===== src/logic/raster_config.svh =====
`ifndef RASTER_CONFIG_SVH
`define RASTER_CONFIG_SVH

// Signed Q16.16 fixed-point format.
`define FIXED_WIDTH 32
`define FIXED_FRAC 16

// Entries per stream FIFO.
`define FIFO_DEPTH 4

// Width of the running triangle id, which wraps.
`define TRI_ID_WIDTH 8

// Raw fixed value of 2.0.
`define SMALL_AREA_LIMIT 32'sh0002_0000

`endif


===== src/logic/stream_fifo.sv =====
`default_nettype none

`include "raster_config.svh"

module stream_fifo #(
    parameter type payload_t = logic,
    parameter int  DEPTH     = `FIFO_DEPTH
) (
    input  wire logic     clk,
    input  wire logic     rstn,
    input  wire logic     in_valid,
    output logic          in_ready,
    input  wire payload_t in_data,
    output logic          out_valid,
    input  wire logic     out_ready,
    output payload_t      out_data
);
    localparam int PTR_WIDTH   = (DEPTH > 1) ? $clog2(DEPTH) : 1;
    localparam int COUNT_WIDTH = $clog2(DEPTH + 1);

    payload_t               mem [DEPTH];
    logic [PTR_WIDTH-1:0]   rd_ptr;
    logic [PTR_WIDTH-1:0]   wr_ptr;
    logic [COUNT_WIDTH-1:0] count;
    logic                   push;
    logic                   pop;

    function automatic logic [PTR_WIDTH-1:0] next_ptr(input logic [PTR_WIDTH-1:0] ptr);
        return (ptr == PTR_WIDTH'(DEPTH - 1)) ? PTR_WIDTH'(0) : ptr + 1'b1;
    endfunction

    assign in_ready  = (count != COUNT_WIDTH'(DEPTH));
    assign out_valid = (count != '0);
    assign out_data  = mem[rd_ptr];
    assign push      = in_valid && in_ready;
    assign pop       = out_valid && out_ready;

    always_ff @(posedge clk or negedge rstn) begin
        if (!rstn) begin
            rd_ptr <= '0;
            wr_ptr <= '0;
            count  <= '0;
        end else begin
            if (push) begin
                wr_ptr <= next_ptr(wr_ptr);
            end
            if (pop) begin
                rd_ptr <= next_ptr(rd_ptr);
            end
            case ({push, pop})
                2'b10:   count <= count + 1'b1;
                2'b01:   count <= count - 1'b1;
                default: count <= count;  // Idle or push and pop together.
            endcase
        end
    end

    always_ff @(posedge clk) begin
        if (push) begin
            mem[wr_ptr] <= in_data;
        end
    end

    assert property (@(posedge clk) disable iff (!rstn) count <= COUNT_WIDTH'(DEPTH))
        else $error("FIFO count above depth.");

    // Equal pointers on a pop mean a full FIFO.
    assert property (@(posedge clk) disable iff (!rstn)
        pop |-> (rd_ptr != wr_ptr) || (count == COUNT_WIDTH'(DEPTH)))
        else $error("Pop from an empty FIFO.");

endmodule

`default_nettype wire


===== config.mk =====
export PLATFORM = sky130hd
export DESIGN_NAME = stream_fifo
export DESIGN_NICKNAME = d
export VERILOG_FILES = /design/src/logic/stream_fifo.sv
export VERILOG_INCLUDE_DIRS = /design/src /design/src/logic
export SDC_FILE = /design/constraint.sdc
export NUM_CORES = 1
export LEC_CHECK = 0
export BUFFER_PORTS_ARGS = -buffer_cell sky130_fd_sc_hd__buf_2
export CAP_MARGIN = 20
export CORE_AREA = 2 2 39 41
export DETAILED_ROUTE_END_ITERATION = 12
export DIE_AREA = 0 0 41 43
export PLACE_DENSITY = 0.67
export SETUP_SLACK_MARGIN = 0.3
export SLEW_MARGIN = 20
export SYNTH_ARGS = -nofsm -noshare
export SYNTH_HDL_FRONTEND = slang
export SYNTH_SLANG_ARGS = --single-unit
export TNS_END_PERCENT = 30

===== constraint.sdc =====
create_clock -name clk -period 2.1 [get_ports clk]
set_input_delay 0.42 -clock clk [delete_from_list [all_inputs] [get_ports clk]]
set_output_delay 0.42 -clock clk [all_outputs]
set_load 0.1 [all_outputs]

==> reports/qor.yml <==
status: "finished, final reports clean"
grtUsageTotal: 0.133
reg2reg_depth: 9
cts_num_sinks: 11
grt_pass1_vias: 387
critPathKind: "flop to flop"
holdPathEnd: "mem[2]"
cp-end-kind: "flop"
num_rows: 14
fin_setup_tns_ps: 0
final_layout_size_suffix_gt1_frac: 0.524
setup_viol: 0
min_path_cells: 1
port_buffers: 7
post_synth_and_or_nand_nor_area_fraction: 0.121
overflow: 0
antennaDiodeCount: 0
place.gp.congestion: 0.731
maxCapViolations: 0
die-width_um: 41
clockBufferDepth: 2
post_synth_num_cell_types: 17
synthXorXnorAreaFrac: 0.0438
synthesis.area_um2: 601
ant_nets: 0
period_share: 0.937
dpl.hpwl_um: 703
met1_usage: 0.137
drt-wirelength-per-cell_um: 12.2
fin_crit_ps: 1970
final_cell_mix: "dfrtp_1, buf_2, buf_4"
met2_usage: 0.225
worstPathMaxFanout: 2
drt-total-wl_um: 962
synth_compound_area_frac: 0
synth_area_per_cell_um2: 13.3
worstReg2RegStart: "count[0]"
start_util: 0.434
antenna_found_initial: 0
hold_class: "input port to flop"
die_y_um: 43
ios: 8
vias_per_cell: 4.99
tightest_slew_ps: 485
cts-root-buf: "clkbuf_4"
clk_latency_ps: 280
syn_nets: 57
clk_pin_slew_ps: 70
r2r-end: "count[2]"
tritoncts: "built"
maxSlewViolCount: 0
nNetsFinal: 76
htreeDepth: 1
reg2reg_slack_ps: 130
grt_pass1_wl_mm: 1.50
drc: 0
cp.required_ps: 2300
fin_util: 0.548
hold_violations: 0
cp.arrival_ps: 2170
holdCritStartpoint: "in_data"
yosysSeqAreaShare: 0.492
ys_seq_elements: 11
grt_max_degree: 8
slew_headroom: 0.679
synth_top_family_by_area: "adder cells"
fmax_mhz: 508
cts_buffers: 3
yosys.area_share.adder: 0.158
num_vias: 394
placeableCoreArea_um2: 1380
synth_cells: 45
synthMuxAreaShare: 0.142
dr.pass1.iters: 4
yosys_warnings: 0
top_usage_layer: "met2"
rsz0062_at_grt: "yes"
syn2layout_area_growth_pct: 26.2
drt_iter0_drc: 4
dieArea_um2: 1760
skew_ps: 1.89
grtUsageMet3: 0.0314
startpoint_type: "flop"
## synth_stat cells, drive strengths merged
library cell  number  area, um^2
nand2              1        3.75
edfxtp             4         120
mux2               4        52.6
inv                7        26.3
xor2               2        17.5
xnor2              1        8.76
mux2i              1        10.0
fa                 1        20.0
nor2               3        11.3
mux4               1        22.5
and2               1        8.76
and3               4        30.0
ha                 6        75.1
or3b               1        11.3
or3                1        7.51
dfrtp              7         175
## per-layer routing
| layer | vias to the layer above | share of wire |
|---|---|---|
| li1 | 191 | - |
| met1 | 190 | 0.40 |
| met2 | 10 | 0.53 |
| met3 | 3 | 0.038 |
| met4 | 0 | 0.029 |
| met5 | - | 0 |
## metrics by stage
step / worst slack [ps] / area (um^2) / cells / hold slack, ps
finish: 132 / 758 / 79 / 357
global route: 26.9 / 758 / 79 / 350
CTS: 96.8 / 748 / 78 / 355
detailed placement: 87.1 / 689 / 70 / 264
global placement: 88.4 / 689 / 70 / 261
floorplan: -98.6 / 619 / 45 / 124
## layout make-up
type                    instances  area, um^2
fillers                       126         626
well taps                      16        20.0
multi-input cells              27         300
clock buffers                   4        26.3
flip-flops and latches         11         295
repair buffers                 14        90.1
inverters                       7        26.3
## worst max path at each step
stage              from        to  slack [ps]  cells past startpoint
6_report       count[0]  count[2]         130                      9
5_1_grt        count[0]  count[2]          30                      9
4_1_cts        count[1]  count[2]         100                      9
3_5_place_dp   count[0]  count[2]          90                      9
3_3_place_gp   count[0]  count[2]          90                      9
2_1_floorplan  count[0]  count[2]        -100                      9
## flip-flops by register name (all words and copies together) (netlist names)
| name | flops |
|---|---|
| rd_ptr | 2 |
| count | 3 |
| mem | 4 |
| wr_ptr | 2 |
## worst max-delay path, stage by stage (launching register included)
cell	delay (ps)
dfrtp_1	380
or3b_4	390
and2_4	150
inv_2	50
ha_4	130
inv_2	30
fa_2	320
xor2_1	140
nor2_1	130
xor2_1	160
## repair_timing
item | 4_1_cts | 5_1_grt
endpoints found under the hold margin | 7 | 0
pin swaps | 6 | 5
setup endpoints to repair | 5 | 5
hold buffers | 1 | 0
setup buffers | 3 | 1
gates resized for setup | 0 | 1
## kinds of logic after synthesis
logic type / count (synthesis)
multiplexers: 6
XOR/XNOR: 3
AND/OR/NAND/NOR: 11
flip-flops: 11
buffers and inverters: 7
adder cells (fa/ha/maj): 7
Power is left out: the tool's default activity adds up to more than one toggle a clock period on the data nets, which glitch-free logic cannot reach.
