### src/logic/raster_config.svh
`ifndef RASTER_CONFIG_SVH
`define RASTER_CONFIG_SVH

// Signed Q16.16 fixed-point format.
`define FIXED_WIDTH 32
`define FIXED_FRAC 16

// Entries per stream FIFO.
`define FIFO_DEPTH 4

// Width of the running triangle id, which wraps.
`define TRI_ID_WIDTH 8

// Raw fixed value of 2.0.
`define SMALL_AREA_LIMIT 32'sh0002_0000

`endif

### src/logic/raster_pkg.sv
`default_nettype none

`include "raster_config.svh"

package raster_pkg;

    typedef logic signed [`FIXED_WIDTH-1:0] fixed;  // Signed Q16.16.

    typedef struct packed {
        fixed x;
        fixed y;
    } position_t;

    typedef struct packed {
        position_t position;
    } vertex_t;

    typedef struct packed {
        vertex_t v0;
        vertex_t v1;
        vertex_t v2;
    } triangle_t;

    typedef struct packed {
        logic [`TRI_ID_WIDTH-1:0] id;
    } triangle_meta_t;

    typedef struct packed {
        triangle_t      triangle;
        triangle_meta_t meta;
    } tagged_triangle_t;

    typedef struct packed {
        fixed top;     // Smallest y.
        fixed bottom;  // Largest y.
        fixed left;
        fixed right;
    } bounding_box_t;

    typedef struct packed {
        triangle_t      triangle;
        fixed           area_inv;
        logic           small_area;
        bounding_box_t  bounding_box;
        triangle_meta_t meta;
    } attributed_triangle_t;

endpackage

`default_nettype wire

### src/logic/triangle_assembler.sv
`default_nettype none

`include "raster_config.svh"

module triangle_assembler (
    input  wire logic                    clk,
    input  wire logic                    rstn,
    input  wire logic                    vertex_valid,
    output logic                         vertex_ready,
    input  wire raster_pkg::vertex_t     vertex,
    output logic                         tri_valid,
    input  wire logic                    tri_ready,
    output raster_pkg::tagged_triangle_t tri_data
);
    logic [1:0]               slot;    // Slot of the next vertex.
    logic [`TRI_ID_WIDTH-1:0] tri_id;
    logic                     vertex_take;

    assign vertex_ready = !tri_valid;  // Stall while a triangle waits.
    assign vertex_take  = vertex_valid && vertex_ready;

    always_ff @(posedge clk or negedge rstn) begin
        if (!rstn) begin
            slot      <= '0;
            tri_valid <= 1'b0;
            tri_id    <= '0;
        end else begin
            if (vertex_take) begin
                slot <= (slot == 2'd2) ? 2'd0 : slot + 2'd1;
                if (slot == 2'd2) begin
                    tri_valid <= 1'b1;
                end
            end
            if (tri_valid && tri_ready) begin
                tri_valid <= 1'b0;
                tri_id    <= tri_id + 1'b1;  // Id advances after the handoff.
            end
        end
    end

    always_ff @(posedge clk) begin
        if (vertex_take) begin
            case (slot)
                2'd0: tri_data.triangle.v0 <= vertex;
                2'd1: tri_data.triangle.v1 <= vertex;
                default: begin
                    tri_data.triangle.v2 <= vertex;
                    tri_data.meta.id     <= tri_id;
                end
            endcase
        end
    end

    assert property (@(posedge clk) disable iff (!rstn)
        tri_valid && !tri_ready |=> tri_valid && $stable(tri_data))
        else $error("Triangle changed while waiting for tri_ready.");

endmodule

`default_nettype wire

### config.mk
export PLATFORM = sky130hd
export DESIGN_NAME = triangle_assembler
export DESIGN_NICKNAME = d
export VERILOG_FILES = /design/src/logic/raster_pkg.sv /design/src/logic/triangle_assembler.sv
export VERILOG_INCLUDE_DIRS = /design/src /design/src/logic
export SDC_FILE = /design/constraint.sdc
export NUM_CORES = 1
export LEC_CHECK = 0
export BUFFER_PORTS_ARGS = -buffer_cell sky130_fd_sc_hd__buf_2
export CAP_MARGIN = 20
export CORE_UTILIZATION = 44
export CTS_BUF_LIST = sky130_fd_sc_hd__clkbuf_4 sky130_fd_sc_hd__clkbuf_8
export DETAILED_ROUTE_END_ITERATION = 10
export PLACE_DENSITY_LB_ADDON = 0.2
export RECOVER_POWER = 25
export SYNTH_ARGS = -nofsm -noshare
export SYNTH_HDL_FRONTEND = slang
export SYNTH_SLANG_ARGS = --single-unit
export TNS_END_PERCENT = 50
### constraint.sdc
create_clock -name clk -period 5.33 [get_ports clk]
set_input_delay 0.7995 -clock clk [delete_from_list [all_inputs] [get_ports clk]]
set_output_delay 0.7995 -clock clk [all_outputs]
set_load 0.01 [all_outputs]
==> impl_metrics.csv, run 1 <==
group,metric,value,unit
outcome,status,"finished clean",
finish,area_growth,33.1,%
floorplanning,start_util,45.8,%
cts,clk-insertion-delay-late,0.49,ns
worst_setup_path,crit_chain,"nand2b_1 -> nor3b_4 -> buf_4",
global_route,grtUsageTotal,17.4,%
sta,worstMarginPinSlew,1.07,ns
job,maxCapViolations,0,
global_route,grt_pass1_vias,3449,
route,drtPass1Iterations,4,
route,drt_iter0_markers,198,
cts,htreeDepth,2,
cts,root_buffer,"clkbuf_8",
sta,tns,0,ns
route,drt-total-wl,13600,µm
global_route,grt_max_degree,73,
logic_synthesis,yosysTopAreaCell,"edfxtp_1",
worst_setup_path,end_kind,"flip-flop",
worst_setup_path,critPathArrivalTime,2.18,ns
global_route,antenna_found_initial,1,
global_route,busiest_layer,"met2",
worst_setup_path,startpoint_type,"flip-flop",
place,dp_slack,2.88,ns
cts,cts_resized,0,
route,routed_via_density,4.59,
cts,post_cts_buffers,0,
logic_synthesis,synth.cell_area,6480,µm²
global_route,grt.met1_usage,19.9,%
route,vias,3433,
place,place_inst,693,
floorplanning,rows,43,
logic_synthesis,synth.area.top_cells,"edfxtp_1 93%, dfrtp_1 4.2%, xnor2_1 0.81%",
place,hpwl,9240,µm
logic_synthesis,synth_seq_area_share,96.9,%
worst_setup_path,rrSetupSlack,3.25,ns
floorplanning,ios,270,
sta,fmax,480,MHz
global_route,met2_usage,29.5,%
worst_setup_path,r2r_end,"tri_data[133]",
worst_setup_path,critPathKind,"reg2reg",
power,p_leak,3.30,nW
logic_synthesis,ys.warnings.count,0,
finish,finalInstanceArea,8620,µm²
global_route,grtUsageMet3,6.69,%
worst_setup_path,reg2regPathDepth,3,
sta,fin_crit_sh,39.1,%
worst_setup_path,critPathSlowestCell,"buf_4",
place,io_buffers,269,
sta,fin_skew,0.0120,ns
place,place_area,8100,µm²
logic_synthesis,syn-mean-instance-area,26.9,µm²
worst_setup_path,worstReg2RegStart,"tri_valid",
sta,final_max_slew_viol_count,0,
global_route,grt_pass1_wl,19100,µm
floorplanning,core,14100,µm²
cts,cts_tree,"built",
floorplanning,die_w,123,µm
global_route,grt.overflow.total,0,
route,ant_nets,0,
finish,finalNonFillerCells,748,
route,wire_per_inst,18.2,µm
power,power_density,487,nW/µm²
route,drcViolationCount,0,
finish,fin_nets,618,
worst_setup_path,crit_required,5.43,ns
cts,cts_buffer_depth,3,
worst_hold_path,hold_class,"in2async",
cts,clock-sinks,211,
logic_synthesis,netlist_instances,241,
floorplanning,die_area,15200,µm²
place,place_congestion,0.733,
sta,max_slew_margin,28.8,%
floorplanning,die_height,123,µm
power,peakVddDrop,0.280,mV
sta,period_needed,2.08,ns
sta,rsz0062_at_grt,"false",
worst_setup_path,critPathMaxStageDelay,0.73,ns
sta,setup_viol,0,
logic_synthesis,yosysUniqueCellTypes,19,
cts,cts_hold_buffers,0,
cts,path_clk_slew,0.06,ns
worst_setup_path,cp_max_fo,65,
logic_synthesis,yosysTopAreaCellShare,92.7,%
finish,drive_gt1_share,46.7,%
sta,timing.final.ws_setup,3.25,ns
cts,numCtsBuffers,34,
sta,finalHoldViolations,0,
logic_synthesis,ys_seq_elements,211,
logic_synthesis,syn_nets,310,
## kinds of logic after synthesis
group                    count (synthesis)  share of synthesized area (%)
AO/OA/AOI/OAI                            3                          0.309
XOR/XNOR                                 7                          0.946
adder cells (fa/ha/maj)                  1                          0.193
buffers and inverters                    2                          0.116
flip-flops                             211                           96.9
multiplexers                             1                          0.174
AND/OR/NAND/NOR                         16                           1.35
## worst max-delay path by stage
| stage | start | end | slack (ns) | cells after the start |
|---|---|---|---|---|
| final | tri_valid | tri_data[133] | 3.25 | 3 |
| after global routing | tri_valid | tri_data[133] | 3.11 | 3 |
| after CTS | tri_valid | tri_data[133] | 3.21 | 3 |
| after detailed placement | vertex_valid | tri_data[100] | 2.88 | 4 |
| after global placement | vertex_valid | tri_data[100] | 2.91 | 4 |
| after floorplan | vertex_valid | tri_data[100] | 1.40 | 2 |
## worst max-delay path: cells and delay by family, from the launching register on
kind / cells / cell delay [ns]
and+or+nand+nor: 2 / 0.49
buffers and inverters: 1 / 0.73
DFF: 1 / 0.44
## area by class of cell
cell class | count | area (µm²)
multi-input combinational | 28 | 220
inverter | 2 | 7.51
clock buffer | 43 | 542
timing repair buffer | 272 | 1300
tap | 180 | 225
clock inverter | 11 | 45.0
antenna | 1 | 2.50
fill | 1096 | 5530
sequential | 211 | 6280
## per-layer routing
layer  share of wire (%)  wire length (µm)
met4                 1.4               193
met1                  37              5080
met3                 9.7              1320
met2                  52              7000
met5                   0                 0
## cell usage in the layout (no fill, tap or decap), drive strengths merged
master	synthesis	final
diode	0	1
a21o	2	2
nor3b	1	1
o21ai	1	1
nand4	2	2
clkinvlp	0	1
inv	2	2
or3b	1	1
and3	1	1
mux2	1	1
nor3	1	1
clkinv	0	10
and4	1	1
nand2	3	3
ha	1	1
edfxtp	200	200
buf	0	217
nand3	2	2
clkbuf	0	98
dfrtp	11	11
nor2	3	3
xor2	1	1
xnor2	6	6
nand2b	1	1
## cell usage after synthesis (all sizes together)
cell type,count
and3,1
nor3,1
nor2,3
nor3b,1
nand3,2
and4,1
dfrtp,11
xnor2,6
xor2,1
o21ai,1
nand2b,1
mux2,1
nand2,3
ha,1
nand4,2
or3b,1
inv,2
a21o,2
edfxtp,200
## flip-flops by register name (all words and copies together), names as in the netlist
| signal | cells |
|---|---|
| tri_data | 200 |
| tri_valid | 1 |
| slot | 2 |
| tri_id | 8 |
## stage by stage
| stage | total power, mW | util (%) | hold WS, ns |
|---|---|---|---|
| after global placement | 3.04 | 57.3 | 0.434 |
| after CTS | 4.27 | 61.4 | 0.156 |
| after floorplan | 2.67 | - | 0.425 |
| after detailed placement | 3.06 | 57.3 | 0.450 |
| after global routing | 4.41 | 60.9 | 0.324 |
| final | 4.20 | 60.9 | 0.304 |
## power by group
group	leakage [nW]	switching, mW	internal, mW
combinational	1.01	0.465	0.215
sequential	1.98	0.102	2.21
clock	0.304	0.551	0.657
Note: power is estimated with default switching activity, not from simulation.
==> run 2, diff against run 1 <==
Clock period 5.33 ns to 1.71 ns, I/O delays scaled along.
==> run 2 against run 1 <==
  * Clock skew shrank 0.0035 ns
  * Combinational power increased to 3.5 times the previous value
  * Cell area is 10% higher
  * Sequential power grew to 3.1 times the previous value
  * Hold slack worse by 0.22 ns
  * Wire length rose by 2.4%
  * Global-route usage grew 0.40 points
  * Register-to-register slack worse by 3.1 ns
  * Critical path type unchanged
  * Largest cell class unchanged
==> impl_metrics.csv, run 2 (synthesized netlist as in run 1, its figures left out) <==
group,metric,value,unit
worst_setup_path,cp_max_fo,65,
worst_setup_path,crit_required,1.84,ns
power,p_leak,3.68,nW
place,place_area,8190,µm²
floorplanning,die_area,15200,µm²
global_route,grtUsageTotal,17.8,%
global_route,grt_pass1_vias,3838,
sta,fin_skew,0.00850,ns
worst_setup_path,critPathKind,"reg2reg",
sta,finalHoldViolations,0,
route,ant_nets,0,
worst_setup_path,critPathArrivalTime,1.68,ns
route,drt_iter0_markers,231,
finish,finalInstanceArea,9480,µm²
global_route,grt_max_degree,66,
finish,fill_cells,998,
route,drcViolationCount,0,
route,drt-total-wl,13900,µm
worst_setup_path,end_kind,"flip-flop",
floorplanning,start_util,45.8,%
finish,area_growth,46.3,%
worst_setup_path,rrSetupSlack,0.17,ns
place,dp_slack,0.177,ns
worst_setup_path,reg2regPathDepth,3,
route,drtPass1Iterations,4,
place,io_buffers,269,
place,hpwl,9090,µm
sta,fmax,648,MHz
sta,max_slew_margin,60.1,%
finish,fin_nets,686,
outcome,status,"finished clean",
global_route,grt_pass1_wl,19700,µm
global_route,antenna_found_initial,0,
sta,final_max_slew_viol_count,0,
cts,cts_resized,0,
sta,setup_viol,0,
job,maxCapViolations,0,
sta,rsz0062_at_grt,"false",
finish,antennaDiodeCount,0,
worst_setup_path,r2r_end,"tri_data[149]",
power,power_density,1460,nW/µm²
worst_setup_path,startpoint_type,"flip-flop",
route,wire_per_inst,16.9,µm
finish,reg_top3,"tri_data: 200 flops, tri_id: 8 flops, slot: 2 flops",
worst_hold_path,hold_class,"in2reg",
floorplanning,die_height,123,µm
place,place_inst,695,
cts,clk-insertion-delay-late,0.49,ns
finish,regMostFlops,"tri_data",
cts,htreeDepth,2,
cts,cts_buffer_depth,3,
cts,root_buffer,"clkbuf_8",
floorplanning,rows,43,
finish,layout_common_cells,"219 x buf_2, 200 x edfxtp_1, 66 x dlygate4sd3_1, 50 x clkbuf_1, 38 x clkbuf_8",
finish,largest_reg_flops,200,
cts,numCtsBuffers,34,
worst_setup_path,worstReg2RegStart,"tri_valid",
cts,cts_tree,"built",
finish,drive_gt1_share,44.5,%
cts,path_clk_slew,0.05,ns
sta,worstMarginPinSlew,0.599,ns
place,place_congestion,0.740,
cts,clock-sinks,211,
sta,fin_crit_sh,90.3,%
sta,period_needed,1.54,ns
finish,finalNonFillerCells,822,
worst_hold_path,holdPathStages,3,
global_route,grt.overflow.total,0,
power,peakVddDrop,0.874,mV
route,vias,3752,
route,routed_via_density,4.56,
floorplanning,core,14100,µm²
worst_hold_path,min_to,"tri_valid",
worst_hold_path,min-delay-start,"vertex_valid",
finish,layout_commonest_cell,"buf_2",
sta,timing.final.ws_setup,0.166,ns
floorplanning,ios,270,
floorplanning,die_w,123,µm
run 2: how the worst max path moves through the flow:
stage | end | cells past startpoint | slack (ns) | from
4_1_cts | tri_data[124] | 3 | 0.16 | tri_valid
3_5_place_dp | tri_data[110] | 3 | 0.18 | tri_valid
6_report | tri_data[149] | 3 | 0.17 | tri_valid
2_1_floorplan | tri_data[100] | 2 | -1.04 | tri_valid
3_3_place_gp | tri_data[110] | 3 | 0.19 | tri_valid
5_1_grt | tri_data[85] | 3 | 0.08 | tri_valid
run 2: metrics by stage:
step                TNS, ns  utilization, %  hold slack (ns)  total power [mW]
finish                    0            67.0           0.0882              13.8
global route              0            67.0           0.0829              14.5
CTS                       0            67.5           0.0468              14.0
detailed placement        0            57.9            0.141              9.63
global placement          0            57.9            0.133              9.58
floorplan           -142.26               -          -0.0391              8.31
run 2: routing by layer:
metal / vias up / wire length [µm] / GRT usage, %
met1: 1800 / 5250 / 20.5
met4: 0 / 428 / 9.34
met3: 31 / 1130 / 5.54
met5: - / 0 / 0
met2: 191 / 7110 / 29.7
li1: 1730 / - / -
run 2: layout make-up:
type | count | area, µm² | area share (%)
clock buffers | 53 | 636 | 6.70
inverters | 2 | 7.51 | 0.0792
flip-flops and latches | 211 | 6280 | 66.3
clock inverters | 8 | 58.8 | 0.620
well taps | 180 | 225 | 2.38
repair buffers | 340 | 2040 | 21.6
multi-input cells | 28 | 228 | 2.40
run 2: timing repair:
| action | CTS | global route |
|---|---|---|
| buffers inserted | 0 | 0 |
| hold buffers | 66 | 0 |
| hold endpoints to repair | 204 | 0 |
run 2: worst max-delay path, stage by stage, from the launching register on:
cell and delay (ns):
dfrtp_2 0.44, nand2b_4 0.19, nor3_4 0.15, buf_12 0.34
run 2: report_power, final:
part	leakage [nW]	internal, mW	switching (mW)	total, mW
clock	0.372	2.51	1.75	4.26
combinational	1.33	0.887	1.49	2.38
sequential	1.98	6.88	0.313	7.19
total	3.68	10.3	3.55	13.8
